File: src/rv_pkg.sv
package rv_pkg;

    localparam int XLEN      = 32;
    localparam int REG_AW    = 5;
    localparam int REG_COUNT = 32;

    localparam int ALU_WIDTH = 16;
    localparam int OPC_WIDTH = 11;
    localparam int EXC_WIDTH = 4;

    typedef logic [XLEN-1:0]      word_t;
    typedef logic [REG_AW-1:0]    reg_addr_t;
    typedef logic [2:0]           funct3_t;
    typedef logic [ALU_WIDTH-1:0] alu_op_t;
    typedef logic [OPC_WIDTH-1:0] op_class_t;
    typedef logic [EXC_WIDTH-1:0] exc_t;

    // Bit positions inside alu_op_t.
    localparam int ALU_ADD  = 0;
    localparam int ALU_SUB  = 1;
    localparam int ALU_SLT  = 2;
    localparam int ALU_SLTU = 3;
    localparam int ALU_XOR  = 4;
    localparam int ALU_OR   = 5;
    localparam int ALU_AND  = 6;
    localparam int ALU_SLL  = 7;
    localparam int ALU_SRL  = 8;
    localparam int ALU_SRA  = 9;
    localparam int ALU_EQ   = 10;
    localparam int ALU_NEQ  = 11;
    localparam int ALU_LT   = 12;
    localparam int ALU_GE   = 13;
    localparam int ALU_LTU  = 14;
    localparam int ALU_GEU  = 15;

    localparam int OPC_RTYPE  = 0;
    localparam int OPC_ITYPE  = 1;
    localparam int OPC_LOAD   = 2;
    localparam int OPC_STORE  = 3;
    localparam int OPC_BRANCH = 4;
    localparam int OPC_JAL    = 5;
    localparam int OPC_JALR   = 6;
    localparam int OPC_LUI    = 7;
    localparam int OPC_AUIPC  = 8;
    localparam int OPC_SYSTEM = 9;
    localparam int OPC_FENCE  = 10;

    localparam int EXC_ILLEGAL = 0;
    localparam int EXC_ECALL   = 1;
    localparam int EXC_EBREAK  = 2;
    localparam int EXC_MRET    = 3;

    localparam logic [6:0] OPCODE_RTYPE  = 7'b0110011;
    localparam logic [6:0] OPCODE_ITYPE  = 7'b0010011;
    localparam logic [6:0] OPCODE_LOAD   = 7'b0000011;
    localparam logic [6:0] OPCODE_STORE  = 7'b0100011;
    localparam logic [6:0] OPCODE_BRANCH = 7'b1100011;
    localparam logic [6:0] OPCODE_JAL    = 7'b1101111;
    localparam logic [6:0] OPCODE_JALR   = 7'b1100111;
    localparam logic [6:0] OPCODE_LUI    = 7'b0110111;
    localparam logic [6:0] OPCODE_AUIPC  = 7'b0010111;
    localparam logic [6:0] OPCODE_SYSTEM = 7'b1110011;
    localparam logic [6:0] OPCODE_FENCE  = 7'b0001111;

    localparam funct3_t FUNCT3_ADD  = 3'b000;
    localparam funct3_t FUNCT3_SLL  = 3'b001;
    localparam funct3_t FUNCT3_SLT  = 3'b010;
    localparam funct3_t FUNCT3_SLTU = 3'b011;
    localparam funct3_t FUNCT3_XOR  = 3'b100;
    localparam funct3_t FUNCT3_SRL  = 3'b101; // SRA too, split by bit 30.
    localparam funct3_t FUNCT3_OR   = 3'b110;
    localparam funct3_t FUNCT3_AND  = 3'b111;
    localparam funct3_t FUNCT3_EQ   = 3'b000;
    localparam funct3_t FUNCT3_NEQ  = 3'b001;
    localparam funct3_t FUNCT3_LT   = 3'b100;
    localparam funct3_t FUNCT3_GE   = 3'b101;
    localparam funct3_t FUNCT3_LTU  = 3'b110;
    localparam funct3_t FUNCT3_GEU  = 3'b111;

    typedef struct packed {
        word_t     pc;
        reg_addr_t rs1;
        reg_addr_t rs2;
        reg_addr_t rd;
        word_t     imm;
        funct3_t   funct3;
        alu_op_t   alu;
        op_class_t op_class;
        exc_t      exc;
    } dec_bundle_t;

    typedef struct packed {
        word_t     pc;
        reg_addr_t rd;
        word_t     data;
        logic      we;
        logic      taken;
        exc_t      exc;
    } wb_bundle_t;

endpackage
File: src/core_top.sv
`timescale 1ns/100ps

module core_top import rv_pkg::*; (
    input  logic       d_clk,
    input  logic       d_rst,
    input  logic       instr_ce,
    input  word_t      instr,
    input  word_t      pc,
    input  logic       stall,
    input  logic       flush,
    output wb_bundle_t wb,
    output logic       wb_ce,
    output logic       flush_out,
    output logic       hold
);

    dec_bundle_t dec;
    logic        dec_ce;
    word_t       rs1_data;
    word_t       rs2_data;

    decoder u_dec (
        .d_clk    (d_clk),
        .d_rst    (d_rst),
        .instr_ce (instr_ce),
        .instr    (instr),
        .pc       (pc),
        .stall    (stall),
        .flush    (flush),
        .dec      (dec),
        .dec_ce   (dec_ce)
    );

    reg_file u_rf (
        .d_clk    (d_clk),
        .d_rst    (d_rst),
        .rs1      (dec.rs1),
        .rs2      (dec.rs2),
        .rs1_data (rs1_data),
        .rs2_data (rs2_data),
        .we       (wb.we),
        .rd       (wb.rd),
        .rd_data  (wb.data)
    );

    exec_stage u_exe (
        .d_clk    (d_clk),
        .d_rst    (d_rst),
        .dec      (dec),
        .dec_ce   (dec_ce),
        .stall    (stall),
        .flush    (flush),
        .rs1_data (rs1_data),
        .rs2_data (rs2_data),
        .wb       (wb),
        .wb_ce    (wb_ce)
    );

    assign flush_out = wb_ce && wb.exc[EXC_ECALL];
    assign hold      = stall;

endmodule

File: src/exec_stage.sv
`timescale 1ns/100ps

module exec_stage import rv_pkg::*; (
    input  logic        d_clk,
    input  logic        d_rst,
    input  dec_bundle_t dec,
    input  logic        dec_ce,
    input  logic        stall,
    input  logic        flush,
    input  word_t       rs1_data,
    input  word_t       rs2_data,
    output wb_bundle_t  wb,
    output logic        wb_ce
);

    word_t      op_a;
    word_t      rs2_val;
    word_t      op_b;
    word_t      alu_res;
    logic       cmp;
    logic       writes;
    wb_bundle_t wb_d;

    // Previous result is not yet in the register file.
    assign op_a    = (wb.we && wb.rd == dec.rs1) ? wb.data : rs1_data;
    assign rs2_val = (wb.we && wb.rd == dec.rs2) ? wb.data : rs2_data;
    assign op_b    = (dec.op_class[OPC_RTYPE] || dec.op_class[OPC_BRANCH]) ? rs2_val : dec.imm;

    always_comb begin
        alu_res = '0;
        if (dec.alu[ALU_ADD])  alu_res = op_a + op_b;
        if (dec.alu[ALU_SUB])  alu_res = op_a - op_b;
        if (dec.alu[ALU_SLT])  alu_res = {31'b0, $signed(op_a) < $signed(op_b)};
        if (dec.alu[ALU_SLTU]) alu_res = {31'b0, op_a < op_b};
        if (dec.alu[ALU_XOR])  alu_res = op_a ^ op_b;
        if (dec.alu[ALU_OR])   alu_res = op_a | op_b;
        if (dec.alu[ALU_AND])  alu_res = op_a & op_b;
        if (dec.alu[ALU_SLL])  alu_res = op_a << op_b[4:0];
        if (dec.alu[ALU_SRL])  alu_res = op_a >> op_b[4:0];
        if (dec.alu[ALU_SRA])  alu_res = $signed(op_a) >>> op_b[4:0];

        cmp = (dec.alu[ALU_EQ]  && op_a == op_b) ||
              (dec.alu[ALU_NEQ] && op_a != op_b) ||
              (dec.alu[ALU_LT]  && $signed(op_a) < $signed(op_b)) ||
              (dec.alu[ALU_GE]  && $signed(op_a) >= $signed(op_b)) ||
              (dec.alu[ALU_LTU] && op_a < op_b) ||
              (dec.alu[ALU_GEU] && op_a >= op_b);

        writes = dec.op_class[OPC_RTYPE] || dec.op_class[OPC_ITYPE] ||
                 dec.op_class[OPC_LUI] || dec.op_class[OPC_AUIPC] ||
                 dec.op_class[OPC_JAL] || dec.op_class[OPC_JALR];

        wb_d       = '0;
        wb_d.pc    = dec.pc;
        wb_d.rd    = dec.rd;
        wb_d.exc   = dec.exc;
        wb_d.taken = dec.op_class[OPC_BRANCH] && cmp;
        wb_d.we    = dec_ce && !flush && writes && dec.rd != '0 && dec.exc == '0;

        if (dec.op_class[OPC_LUI]) begin
            wb_d.data = dec.imm;
        end else if (dec.op_class[OPC_AUIPC]) begin
            wb_d.data = dec.pc + dec.imm;
        end else if (dec.op_class[OPC_JAL] || dec.op_class[OPC_JALR]) begin
            wb_d.data = dec.pc + 32'd4; // Link address.
        end else begin
            wb_d.data = alu_res;
        end
    end

    always_ff @(posedge d_clk or negedge d_rst) begin
        if (!d_rst) begin
            wb    <= '0;
            wb_ce <= 1'b0;
        end else if (stall) begin
            wb_ce <= 1'b0;
            wb.we <= 1'b0; // Result already written.
        end else begin
            wb    <= wb_d;
            wb_ce <= dec_ce && !flush;
        end
    end

    // Held instruction must survive a stall.
    a_stall_holds_dec: assert property (@(posedge d_clk) disable iff (!d_rst)
        stall |=> $stable(dec) && $stable(dec_ce));

endmodule

File: src/reg_file.sv
`timescale 1ns/100ps

module reg_file import rv_pkg::*; (
    input  logic      d_clk,
    input  logic      d_rst,
    input  reg_addr_t rs1,
    input  reg_addr_t rs2,
    output word_t     rs1_data,
    output word_t     rs2_data,
    input  logic      we,
    input  reg_addr_t rd,
    input  word_t     rd_data
);

    word_t regs [1:REG_COUNT-1]; // No storage for x0.

    always_ff @(posedge d_clk or negedge d_rst) begin
        if (!d_rst) begin
            for (int i = 1; i < REG_COUNT; i++) begin
                regs[i] <= '0;
            end
        end else if (we && rd != '0) begin
            regs[rd] <= rd_data;
        end
    end

    assign rs1_data = (rs1 == '0) ? '0 : regs[rs1];
    assign rs2_data = (rs2 == '0) ? '0 : regs[rs2];

    // Writeback must already have filtered x0 targets.
    a_no_x0_write: assert property (@(posedge d_clk) disable iff (!d_rst)
        we |-> rd != '0);

endmodule

File: src/decoder.sv
`timescale 1ns/100ps

module decoder import rv_pkg::*; (
    input  logic        d_clk,
    input  logic        d_rst,
    input  logic        instr_ce,
    input  word_t       instr,
    input  word_t       pc,
    input  logic        stall,
    input  logic        flush,
    output dec_bundle_t dec,
    output logic        dec_ce
);

    dec_bundle_t dec_d;
    logic [6:0]  opcode;
    logic        sys_d;
    logic        shift_i;

    always_comb begin
        dec_d  = '0;
        opcode = instr[6:0];
        dec_d.pc = pc;

        dec_d.op_class[OPC_RTYPE]  = opcode == OPCODE_RTYPE;
        dec_d.op_class[OPC_ITYPE]  = opcode == OPCODE_ITYPE;
        dec_d.op_class[OPC_LOAD]   = opcode == OPCODE_LOAD;
        dec_d.op_class[OPC_STORE]  = opcode == OPCODE_STORE;
        dec_d.op_class[OPC_BRANCH] = opcode == OPCODE_BRANCH;
        dec_d.op_class[OPC_JAL]    = opcode == OPCODE_JAL;
        dec_d.op_class[OPC_JALR]   = opcode == OPCODE_JALR;
        dec_d.op_class[OPC_LUI]    = opcode == OPCODE_LUI;
        dec_d.op_class[OPC_AUIPC]  = opcode == OPCODE_AUIPC;
        dec_d.op_class[OPC_SYSTEM] = opcode == OPCODE_SYSTEM;
        dec_d.op_class[OPC_FENCE]  = opcode == OPCODE_FENCE;

        // Register fields depend on the format.
        if (dec_d.op_class[OPC_RTYPE]) begin
            dec_d.rs1    = instr[19:15];
            dec_d.rs2    = instr[24:20];
            dec_d.rd     = instr[11:7];
            dec_d.funct3 = instr[14:12];
        end else if (dec_d.op_class[OPC_ITYPE] || dec_d.op_class[OPC_LOAD] ||
                     dec_d.op_class[OPC_JALR] || dec_d.op_class[OPC_SYSTEM] ||
                     dec_d.op_class[OPC_FENCE]) begin
            dec_d.rs1    = instr[19:15];
            dec_d.rd     = instr[11:7];
            dec_d.funct3 = instr[14:12];
        end else if (dec_d.op_class[OPC_STORE] || dec_d.op_class[OPC_BRANCH]) begin
            dec_d.rs1    = instr[19:15];
            dec_d.rs2    = instr[24:20];
            dec_d.funct3 = instr[14:12];
        end else if (dec_d.op_class[OPC_LUI] || dec_d.op_class[OPC_AUIPC] ||
                     dec_d.op_class[OPC_JAL]) begin
            dec_d.rd = instr[11:7];
        end

        case (opcode)
            OPCODE_ITYPE, OPCODE_JALR, OPCODE_LOAD: begin
                dec_d.imm = {{20{instr[31]}}, instr[31:20]};
            end
            OPCODE_STORE: begin
                dec_d.imm = {{20{instr[31]}}, instr[31:25], instr[11:7]};
            end
            OPCODE_BRANCH: begin
                dec_d.imm = {{20{instr[31]}}, instr[7], instr[30:25], instr[11:8], 1'b0};
            end
            OPCODE_JAL: begin
                dec_d.imm = {{12{instr[31]}}, instr[19:12], instr[20], instr[30:21], 1'b0};
            end
            OPCODE_LUI, OPCODE_AUIPC: begin
                dec_d.imm = {instr[31:12], 12'b0};
            end
            OPCODE_SYSTEM, OPCODE_FENCE: begin
                dec_d.imm = {20'b0, instr[31:20]}; // Zero extended CSR field.
            end
            default: begin
                dec_d.imm = '0;
            end
        endcase

        if (dec_d.op_class[OPC_RTYPE] || dec_d.op_class[OPC_ITYPE]) begin
            case (dec_d.funct3)
                FUNCT3_ADD: begin
                    // Bit 30 is immediate data for ADDI.
                    if (dec_d.op_class[OPC_RTYPE] && instr[30]) begin
                        dec_d.alu[ALU_SUB] = 1'b1;
                    end else begin
                        dec_d.alu[ALU_ADD] = 1'b1;
                    end
                end
                FUNCT3_SLL:  dec_d.alu[ALU_SLL]  = 1'b1;
                FUNCT3_SLT:  dec_d.alu[ALU_SLT]  = 1'b1;
                FUNCT3_SLTU: dec_d.alu[ALU_SLTU] = 1'b1;
                FUNCT3_XOR:  dec_d.alu[ALU_XOR]  = 1'b1;
                FUNCT3_SRL: begin
                    if (instr[30]) begin
                        dec_d.alu[ALU_SRA] = 1'b1;
                    end else begin
                        dec_d.alu[ALU_SRL] = 1'b1;
                    end
                end
                FUNCT3_OR:   dec_d.alu[ALU_OR]   = 1'b1;
                default:     dec_d.alu[ALU_AND]  = 1'b1;
            endcase
        end else if (dec_d.op_class[OPC_BRANCH]) begin
            case (dec_d.funct3)
                FUNCT3_EQ:  dec_d.alu[ALU_EQ]  = 1'b1;
                FUNCT3_NEQ: dec_d.alu[ALU_NEQ] = 1'b1;
                FUNCT3_LT:  dec_d.alu[ALU_LT]  = 1'b1;
                FUNCT3_GE:  dec_d.alu[ALU_GE]  = 1'b1;
                FUNCT3_LTU: dec_d.alu[ALU_LTU] = 1'b1;
                FUNCT3_GEU: dec_d.alu[ALU_GEU] = 1'b1;
                default:    dec_d.alu = '0; // Reserved branch funct3.
            endcase
        end else begin
            dec_d.alu[ALU_ADD] = 1'b1;
        end

        shift_i = dec_d.op_class[OPC_ITYPE] &&
                  (dec_d.funct3 == FUNCT3_SLL || dec_d.funct3 == FUNCT3_SRL);
        sys_d   = dec_d.op_class[OPC_SYSTEM] && dec_d.funct3 == FUNCT3_ADD;

        dec_d.exc[EXC_ILLEGAL] = (dec_d.op_class == '0) || (shift_i && instr[25]);
        dec_d.exc[EXC_ECALL]   = sys_d && instr[21:20] == 2'b00;
        dec_d.exc[EXC_EBREAK]  = sys_d && instr[21:20] == 2'b01;
        dec_d.exc[EXC_MRET]    = sys_d && instr[21:20] == 2'b10;
    end

    always_ff @(posedge d_clk or negedge d_rst) begin
        if (!d_rst) begin
            dec    <= '0;
            dec_ce <= 1'b0;
        end else if (!stall) begin
            dec_ce <= instr_ce && !flush;
            if (instr_ce) begin
                dec <= dec_d;
            end
        end
    end

    a_alu_onehot: assert property (@(posedge d_clk) disable iff (!d_rst)
        dec_ce |-> $onehot0(dec.alu));

endmodule

File: config.mk
export PLATFORM = sky130hd
export DESIGN_NAME = core_top
export DESIGN_NICKNAME = d
export VERILOG_FILES = /design/src/rv_pkg.sv /design/src/core_top.sv /design/src/exec_stage.sv /design/src/reg_file.sv /design/src/decoder.sv
export SDC_FILE = /design/constraint.sdc
export NUM_CORES = 2
export LEC_CHECK = 0
export BUFFER_PORTS_ARGS = -buffer_cell sky130_fd_sc_hd__buf_2
export CORE_ASPECT_RATIO = 1.75
export CORE_MARGIN = 2
export CORE_UTILIZATION = 35
export CTS_BUF_LIST = sky130_fd_sc_hd__clkbuf_8 sky130_fd_sc_hd__clkbuf_16
export DETAILED_ROUTE_END_ITERATION = 10
export SYNTH_ARGS = -nofsm -noshare
export SYNTH_HDL_FRONTEND = slang
export SYNTH_SLANG_ARGS = --single-unit
File: constraint.sdc
create_clock -name d_clk -period 7.17 [get_ports d_clk]
set_clock_uncertainty 0.2 [all_clocks]
set_input_delay 0.3585 -clock d_clk [delete_from_list [all_inputs] [get_ports d_clk]]
set_output_delay 0.3585 -clock d_clk [all_outputs]
set_load 0.01 [all_outputs]
After elaboration in Yosys (flattened, before gate mapping)
Cells that the tools add are included.
Widths: inputs -> output; s select.
{ "word_totals": {"input_bits": 69, "output_inout_bits": 78, "regBits": 1177} }
{ "op_classes": {"eq_ne": 24, "shift": 3, "n_lt_le_gt_ge": 8, "bitwise_logic": 7, "n_reduce_logical": 60, "add_sub_neg": 4, "mux": 59} }
{ "op_table": {"columns": ["operator", "count"], "rows": [
  ["$bwmux 992", 1],
  ["$mux 32", 23],
  ["$bmux 32 s5", 2],
  ["$pmux 32 s6", 1],
  ["$demux 32 s5", 1],
  ["$add 32x32->32", 2],
  ["$ge 32x32->1", 2],
  ["$lt 32x32->1", 2],
  ["$add 32x3->32 const B", 1],
  ["$and 32x32->32", 1],
  ["$eq 32x32->1", 1],
  ["$ne 32x32->1", 1],
  ["$or 32x32->32", 1],
  ["$shl 32x5->32", 1],
  ["$shr 32x5->32", 1],
  ["$sshr 32x5->32", 1],
  ["$sub 32x32->32", 1],
  ["$xor 32x32->32", 1],
  ["$mux 15", 2],
  ["$eq 7x7->1 const B", 4],
  ["$mux 5", 5],
  ["$logic_and 1x1->1", 24],
  ["$logic_or 1x1->1", 22],
  ["$eq 7x6->1 const B", 3],
  ["other kinds (29)", 61]
]} }

Logic depth before layout (Yosys ltp)
{ "depth": {"word_depth": 21, "ltp_mapped": 26} }

By module
A second synthesis with hierarchy kept.
{ "hier_totals": {"hier_cells": 6658, "hier_area_um2": 75661.3} }
{ "by_module_without_submodules": {"columns": ["module", "cells_per_inst", "instances", "seq_area_each_um2", "area_each_um2"], "rows": [
  ["reg_file", 3628, 1, 24823.8, 52948.3],
  ["exec_stage", 2544, 1, 1901.8, 17817.1],
  ["decoder", 484, 1, 2852.7, 4882.2],
  ["core_top", 2, 1, 0.0, 13.8]
]} }

Worst setup path before layout
OpenSTA, ideal clock, no wires.
{ "synth_path": {"path_kind": "reg-to-reg", "from": "register, netlist name u_dec.dec[72]", "to": "register, netlist name u_exe.wb[29]", "required_time_ns": 6.835, "setup_slack_ns": 0.474, "t_arrival_ns": 6.361, "synth_period_minus_slack_ns": 6.696, "setup_time_ns": 0.135, "n_path_buf": 7, "stages_incl_launch_ff": 26, "cell_sequence": "dfrtp_1 buf_2 buf_2 buf_1 buf_1 buf_1 buf_1 mux4_2 mux4_2 mux2i_1 nor2_1 a211oi_1 or2_2 ha_1 clkbuf_1 or4_1 nor2_1 inv_1 o41ai_1 a21oi_1 o21ai_0 xnor2_1 o221ai_1 a211o_1 a2111oi_2 o22ai_1"} }
{ "synth_between": {"elab_chain_len": 21} }
{ "synth_lines": {"columns": ["element", "line", "text"], "rows": [
  ["$not 5->6 (implied by the code)", "reg_file.sv:28", "assign rs2_data = (rs2 == '0) ? '0 : regs[rs2];"],
  ["$bmux 32 s5", "reg_file.sv:28", null],
  ["$mux 32 (implied by the code) (2 in a row)", "reg_file.sv:28", null],
  ["$mux 32", "reg_file.sv:28", null],
  ["$mux 32 (*)", "exec_stage.sv:26", "assign rs2_val = (wb.we && wb.rd == dec.rs2) ? wb.data : rs2_data;"],
  ["$mux 32 (*)", "exec_stage.sv:27", "assign op_b = (dec.op_class[OPC_RTYPE] || dec.op_class[OPC_BRANCH]) ? rs2_val : dec.imm;"],
  ["$add 32x32->32", "exec_stage.sv:31", "if (dec.alu[ALU_ADD]) alu_res = op_a + op_b;"],
  ["$mux 32", "exec_stage.sv:31", null],
  ["[4 not listed]", null, null],
  ["$mux 32", "exec_stage.sv:36", "if (dec.alu[ALU_OR]) alu_res = op_a | op_b;"],
  ["$mux 32", "exec_stage.sv:37", "if (dec.alu[ALU_AND]) alu_res = op_a & op_b;"],
  ["$mux 32", "exec_stage.sv:38", "if (dec.alu[ALU_SLL]) alu_res = op_a << op_b[4:0];"],
  ["$mux 32", "exec_stage.sv:39", "if (dec.alu[ALU_SRL]) alu_res = op_a >> op_b[4:0];"],
  ["$mux 32 (*)", "exec_stage.sv:40", "if (dec.alu[ALU_SRA]) alu_res = $signed(op_a) >>> op_b[4:0];"],
  ["$mux 32 (*)", "exec_stage.sv:64", "end else if (dec.op_class[OPC_JAL] || dec.op_class[OPC_JALR]) begin"],
  ["$mux 32 (*)", "exec_stage.sv:62", "end else if (dec.op_class[OPC_AUIPC]) begin"],
  ["$mux 32 (*)", "exec_stage.sv:60", "if (dec.op_class[OPC_LUI]) begin"]
]} }
Mark *: on every way between the ends. The rest lies on a longest branch, timed or not. The select of a mux whose other input is x is not followed.
A chain may end at the register's enable or synchronous reset.

Final worst setup path
{ "layout_path": {"from": "register, netlist name u_dec.dec[71]", "to": "register, netlist name u_exe.wb[6]"} }
{ "layout_between": {"elab_chain_len": 21} }
{ "layout_lines": {"columns": ["element", "line"], "rows": [
  ["$not 5->6 (implied by the code)", "reg_file.sv:28"],
  ["$bmux 32 s5", "reg_file.sv:28"],
  ["$mux 32 (implied by the code) (2 in a row)", "reg_file.sv:28"],
  ["$mux 32", "reg_file.sv:28"],
  ["$mux 32 (*)", "exec_stage.sv:26"],
  ["$mux 32 (*)", "exec_stage.sv:27"],
  ["$add 32x32->32", "exec_stage.sv:31"],
  ["$mux 32", "exec_stage.sv:31"],
  ["[4 not listed]", null],
  ["$mux 32", "exec_stage.sv:36"],
  ["$mux 32", "exec_stage.sv:37"],
  ["$mux 32", "exec_stage.sv:38"],
  ["$mux 32", "exec_stage.sv:39"],
  ["$mux 32 (*)", "exec_stage.sv:40"],
  ["$mux 32 (*)", "exec_stage.sv:64"],
  ["$mux 32 (*)", "exec_stage.sv:62"],
  ["$mux 32 (*)", "exec_stage.sv:60"]
]} }
Marked as above.

==> metrics.md <==
| Metric | Value |
|---|---|
| Status | finished with violations |
| Failing checks | negative hold slack, max-capacitance violations, max-slew violations |
| Gate Count Post-Synth | 6134 |
| Num rows | 221 |
| Final wirelength | approximately 320 mm |
| Clock sink count | 1175 |
| Met1 usage | 31.4% |
| Part of the power in registers | 44.6% |
| Hold_ws | -17.4 ps |
| Area growth, synth to finish | 14.1% |
| Count of flip-flops with a built-in enable after synthesis | 0 |
| Dpl hpwl | around 220 mm |
| Syn nets | roughly 6300 |
| CP Capture Type | register |
| Drt drc | 0 |
| DR vias | 58200 |
| Family with the most delay on the worst path | compound AO/OA/AOI/OAI gates |
| H-Tree Depth | 3 |
| CTS max path bufs | 3 |
| WS Path Type | register to register |
| First DRT Iteration DRCs | about 5400 |
| Syn Std Cell Area | ~0.073 mm^2 |
| CORE AREA | roughly 0.21 mm^2 |
| FF-to-FF setup slack | 170 ps |
| Clk_lat worst skew | roughly 790 ps |
| Busiest layer in global routing | met2 |
| First-pass DRT Iterations | 8 |
| Final antenna-violating net count | 0 |
| Most used cell, CP | buf_4 |
| PD cells | about 190 mW/mm^2 |
| Starting density of the core | between 30% and 40% |
| Root buffer cell | clkbuf_16 |
| RSZ-0062 raised after global routing | false |
| Maxcap violations | 2 |
| Critical-path top delay cell | dfrtp_4 |
| Initial antenna violation count | 17 |
| IO Pins | about 150 |
| Placer Congestion | between 1 and 1.5 |
| Worst hold path class | primary input to asynchronous set/reset pin |
| Sw power | 0.00465 W |
| Final min period | 7000 ps |
| Setup-failing EPs final | 0 |
| Die Width | ~350 um |
| Clock-pin slew on the worst setup and hold paths | approximately 90 ps |
| Crit start category | register |
| Reg2reg start | u_dec.dec[71]$_DFFE_PN0P_ |
| Synth top area share | between 40 and 50% |
| Fmax achieved | between 0.1 and 0.15 GHz |
| Max IR drop VDD | a little over 0.0002 V |
| Static Leak | 37.5 nW |
| Most frequent cell after synthesis | dfrtp_1 |
| Crit Path Max Fanout | 20 |
| Setup tns final | 0 ps |
| Distinct cells, synth | between 90 and 100 |
| CP required | between 7000 and 8000 ps |
| Logic gate share of total power | roughly 15% |
| Maximum number of pins on one net before global-route repair | around 180 |
| Cts bufs inserted | 108 |
| FFs w/ async S/R, synth | 100% |
| DIE AREA | 0.212 mm^2 |
| Buf/Inv on CP | 6 |
| Slew HR | -7.93% |
| Synth area leader | dfrtp_1 |
| Final #Nets | between 6000 and 7000 |
| Net Sw Frac | between 30% and 40% |
| Largest cells by area after synthesis | dfrtp_1 40%, mux2_2 17%, mux4_2 15%, ha_1 2.3%, nand2_1 2.2% |
| R2r worst-path depth | 25 |
| Dominant synthesized flop cell | dfrtp_1 |
| P_int | around 0.011 W |
| Final Hold Viols | 4 |
| Share of post-route cells with drive strength above 1 | approximately two fifths |
| Worst-Margin Slew | between 1500 and 2000 ps |
| Fin util | roughly 40% |
| Vias in the first global route | 60300 |
| Die span in y | around 600 um |
| Grt met2 use | approximately half |
| Commonest cells post-synth | 1175 x dfrtp_1, 1080 x mux2_2, 499 x mux4_2, 434 x nand2_1, 392 x clkbuf_1 |
| First-pass GRT wire length | between 400 and 500 mm |
| Critical Path Max Stage Delay | 700 ps |
| Yosys warning total | 0 |
| CTS tree | done |
| Clock power frac | 40.0% |
| FILL cells | ~20000 |
| RR Endpoint | u_exe.wb[6]$_DFFE_PN0N_ |
| GRT Util Overall | between 20 and 30% |
| Port Buffer Count | 146 |
| Arrival time worst endpoint | 7500 ps |
| GRT Residual Overflow | 0 |
| Sequential cell area fraction in the yosys report | around two fifths |
| Mapped Avg Cell Area | around 12 um^2 |
| Yosys reg bits | approximately 1200 |
| Final-report max-slew violation count | 4 |
| Vias per std cell | between 6 and 7 |
| Drt wl/cell | about 35 um |
| Period utilization | 97.7% |
| M3 GR Usage | under 10% |
==> power groups by stage <==
stage                     sequential [W]  clock [W]  combinational, W
after global routing             0.00688    0.00648           0.00248
final                            0.00687    0.00617           0.00237
after floorplan                  0.00696          0           0.00115
after detailed placement         0.00699          0           0.00226
after CTS                        0.00687    0.00623           0.00230
after global placement           0.00699          0           0.00225
==> flip-flops by register name, indices dropped and copies added, names as in the netlist <==
register / cells
u_dec.dec: 106
u_dec.dec_ce: 1
u_exe.wb: 75
u_exe.wb_ce: 1
u_rf.regs: 992
==> area by class of cell <==
class,count,area (um^2),area share (%)
antenna,10,25.0,0.0301
clock inverter,74,714,0.858
tap,2676,3350,4.02
multi-input combinational,4268,41000,49.2
inverter,135,508,0.610
sequential,1175,29400,35.4
clock buffer,129,2990,3.59
timing repair buffer,662,5250,6.31
==> through the flow <==
step	worst slack [ps]	power [W]	cells	hold WS [ps]	instance area (um^2)
2_1_floorplan	474	0.00812	6134	-137	72900
3_3_place_gp	59.3	0.00925	8835	192	78600
3_5_place_dp	106	0.00925	8835	189	78600
4_1_cts	38.9	0.0154	9117	40.5	83100
5_1_grt	1.71	0.0158	9122	89.7	83200
6_report	165	0.0154	9129	-17.4	83200
==> how the worst max path moves through the flow <==
stage	slack, ps	depth (start not counted)	to	start
2_1_floorplan	470	25	u_exe.wb[29]$_DFFE_PN0N_	u_dec.dec[72]$_DFFE_PN0P_
3_3_place_gp	60	22	u_exe.wb[33]$_DFFE_PN0N_	u_dec.dec[71]$_DFFE_PN0P_
6_report	170	25	u_exe.wb[6]$_DFFE_PN0N_	u_dec.dec[71]$_DFFE_PN0P_
3_5_place_dp	110	22	u_exe.wb[33]$_DFFE_PN0N_	u_dec.dec[71]$_DFFE_PN0P_
4_1_cts	40	22	u_exe.wb[33]$_DFFE_PN0N_	u_dec.dec[71]$_DFFE_PN0P_
5_1_grt	2	24	u_exe.wb[6]$_DFFE_PN0N_	u_dec.dec[71]$_DFFE_PN0P_
==> logic make-up after synthesis <==
group	after synthesis	synth area share, %
compound gates	1178	10.9
simple gates	1129	7.06
mux	1738	34.3
buf+inv	691	3.96
flops	1175	40.3
xor+xnor	88	1.06
fa+ha+maj	135	2.35
==> placed cells by master, fill, tap and decap left out, types with 38 or more instances in the layout <==
cell type / n
dfrtp_1: 1166
mux2_2: 1080
mux4_2: 499
nand2_1: 422
buf_4: 402
nor2_1: 264
o21ai_0: 256
a21oi_1: 226
mux2i_1: 152
inv_1: 145
buf_2: 144
ha_1: 132
clkbuf_16: 108
nand3_1: 98
dlygate4sd3_1: 79
a211oi_1: 68
nor3_1: 68
xnor2_1: 64
a22o_1: 62
o22ai_1: 58
a221oi_1: 45
a22oi_1: 38
==> routing by layer <==
metal  share of wire, %  vias up
li1                   -    23700
met3                7.1     1195
met5              0.021        -
met2                 49     3008
met1                 34    30300
met4                 10       10
==> what timing repair did <==
| item | CTS | global route |
|---|---|---|
| hold buffers | 79 | 0 |
| setup buffers | 0 | 0 |
| gates resized for setup | 0 | 8 |
| endpoints found under the setup margin | 0 | 4 |
| endpoints found under the hold margin | 255 | 0 |
Power figures use the tool's default switching activity.
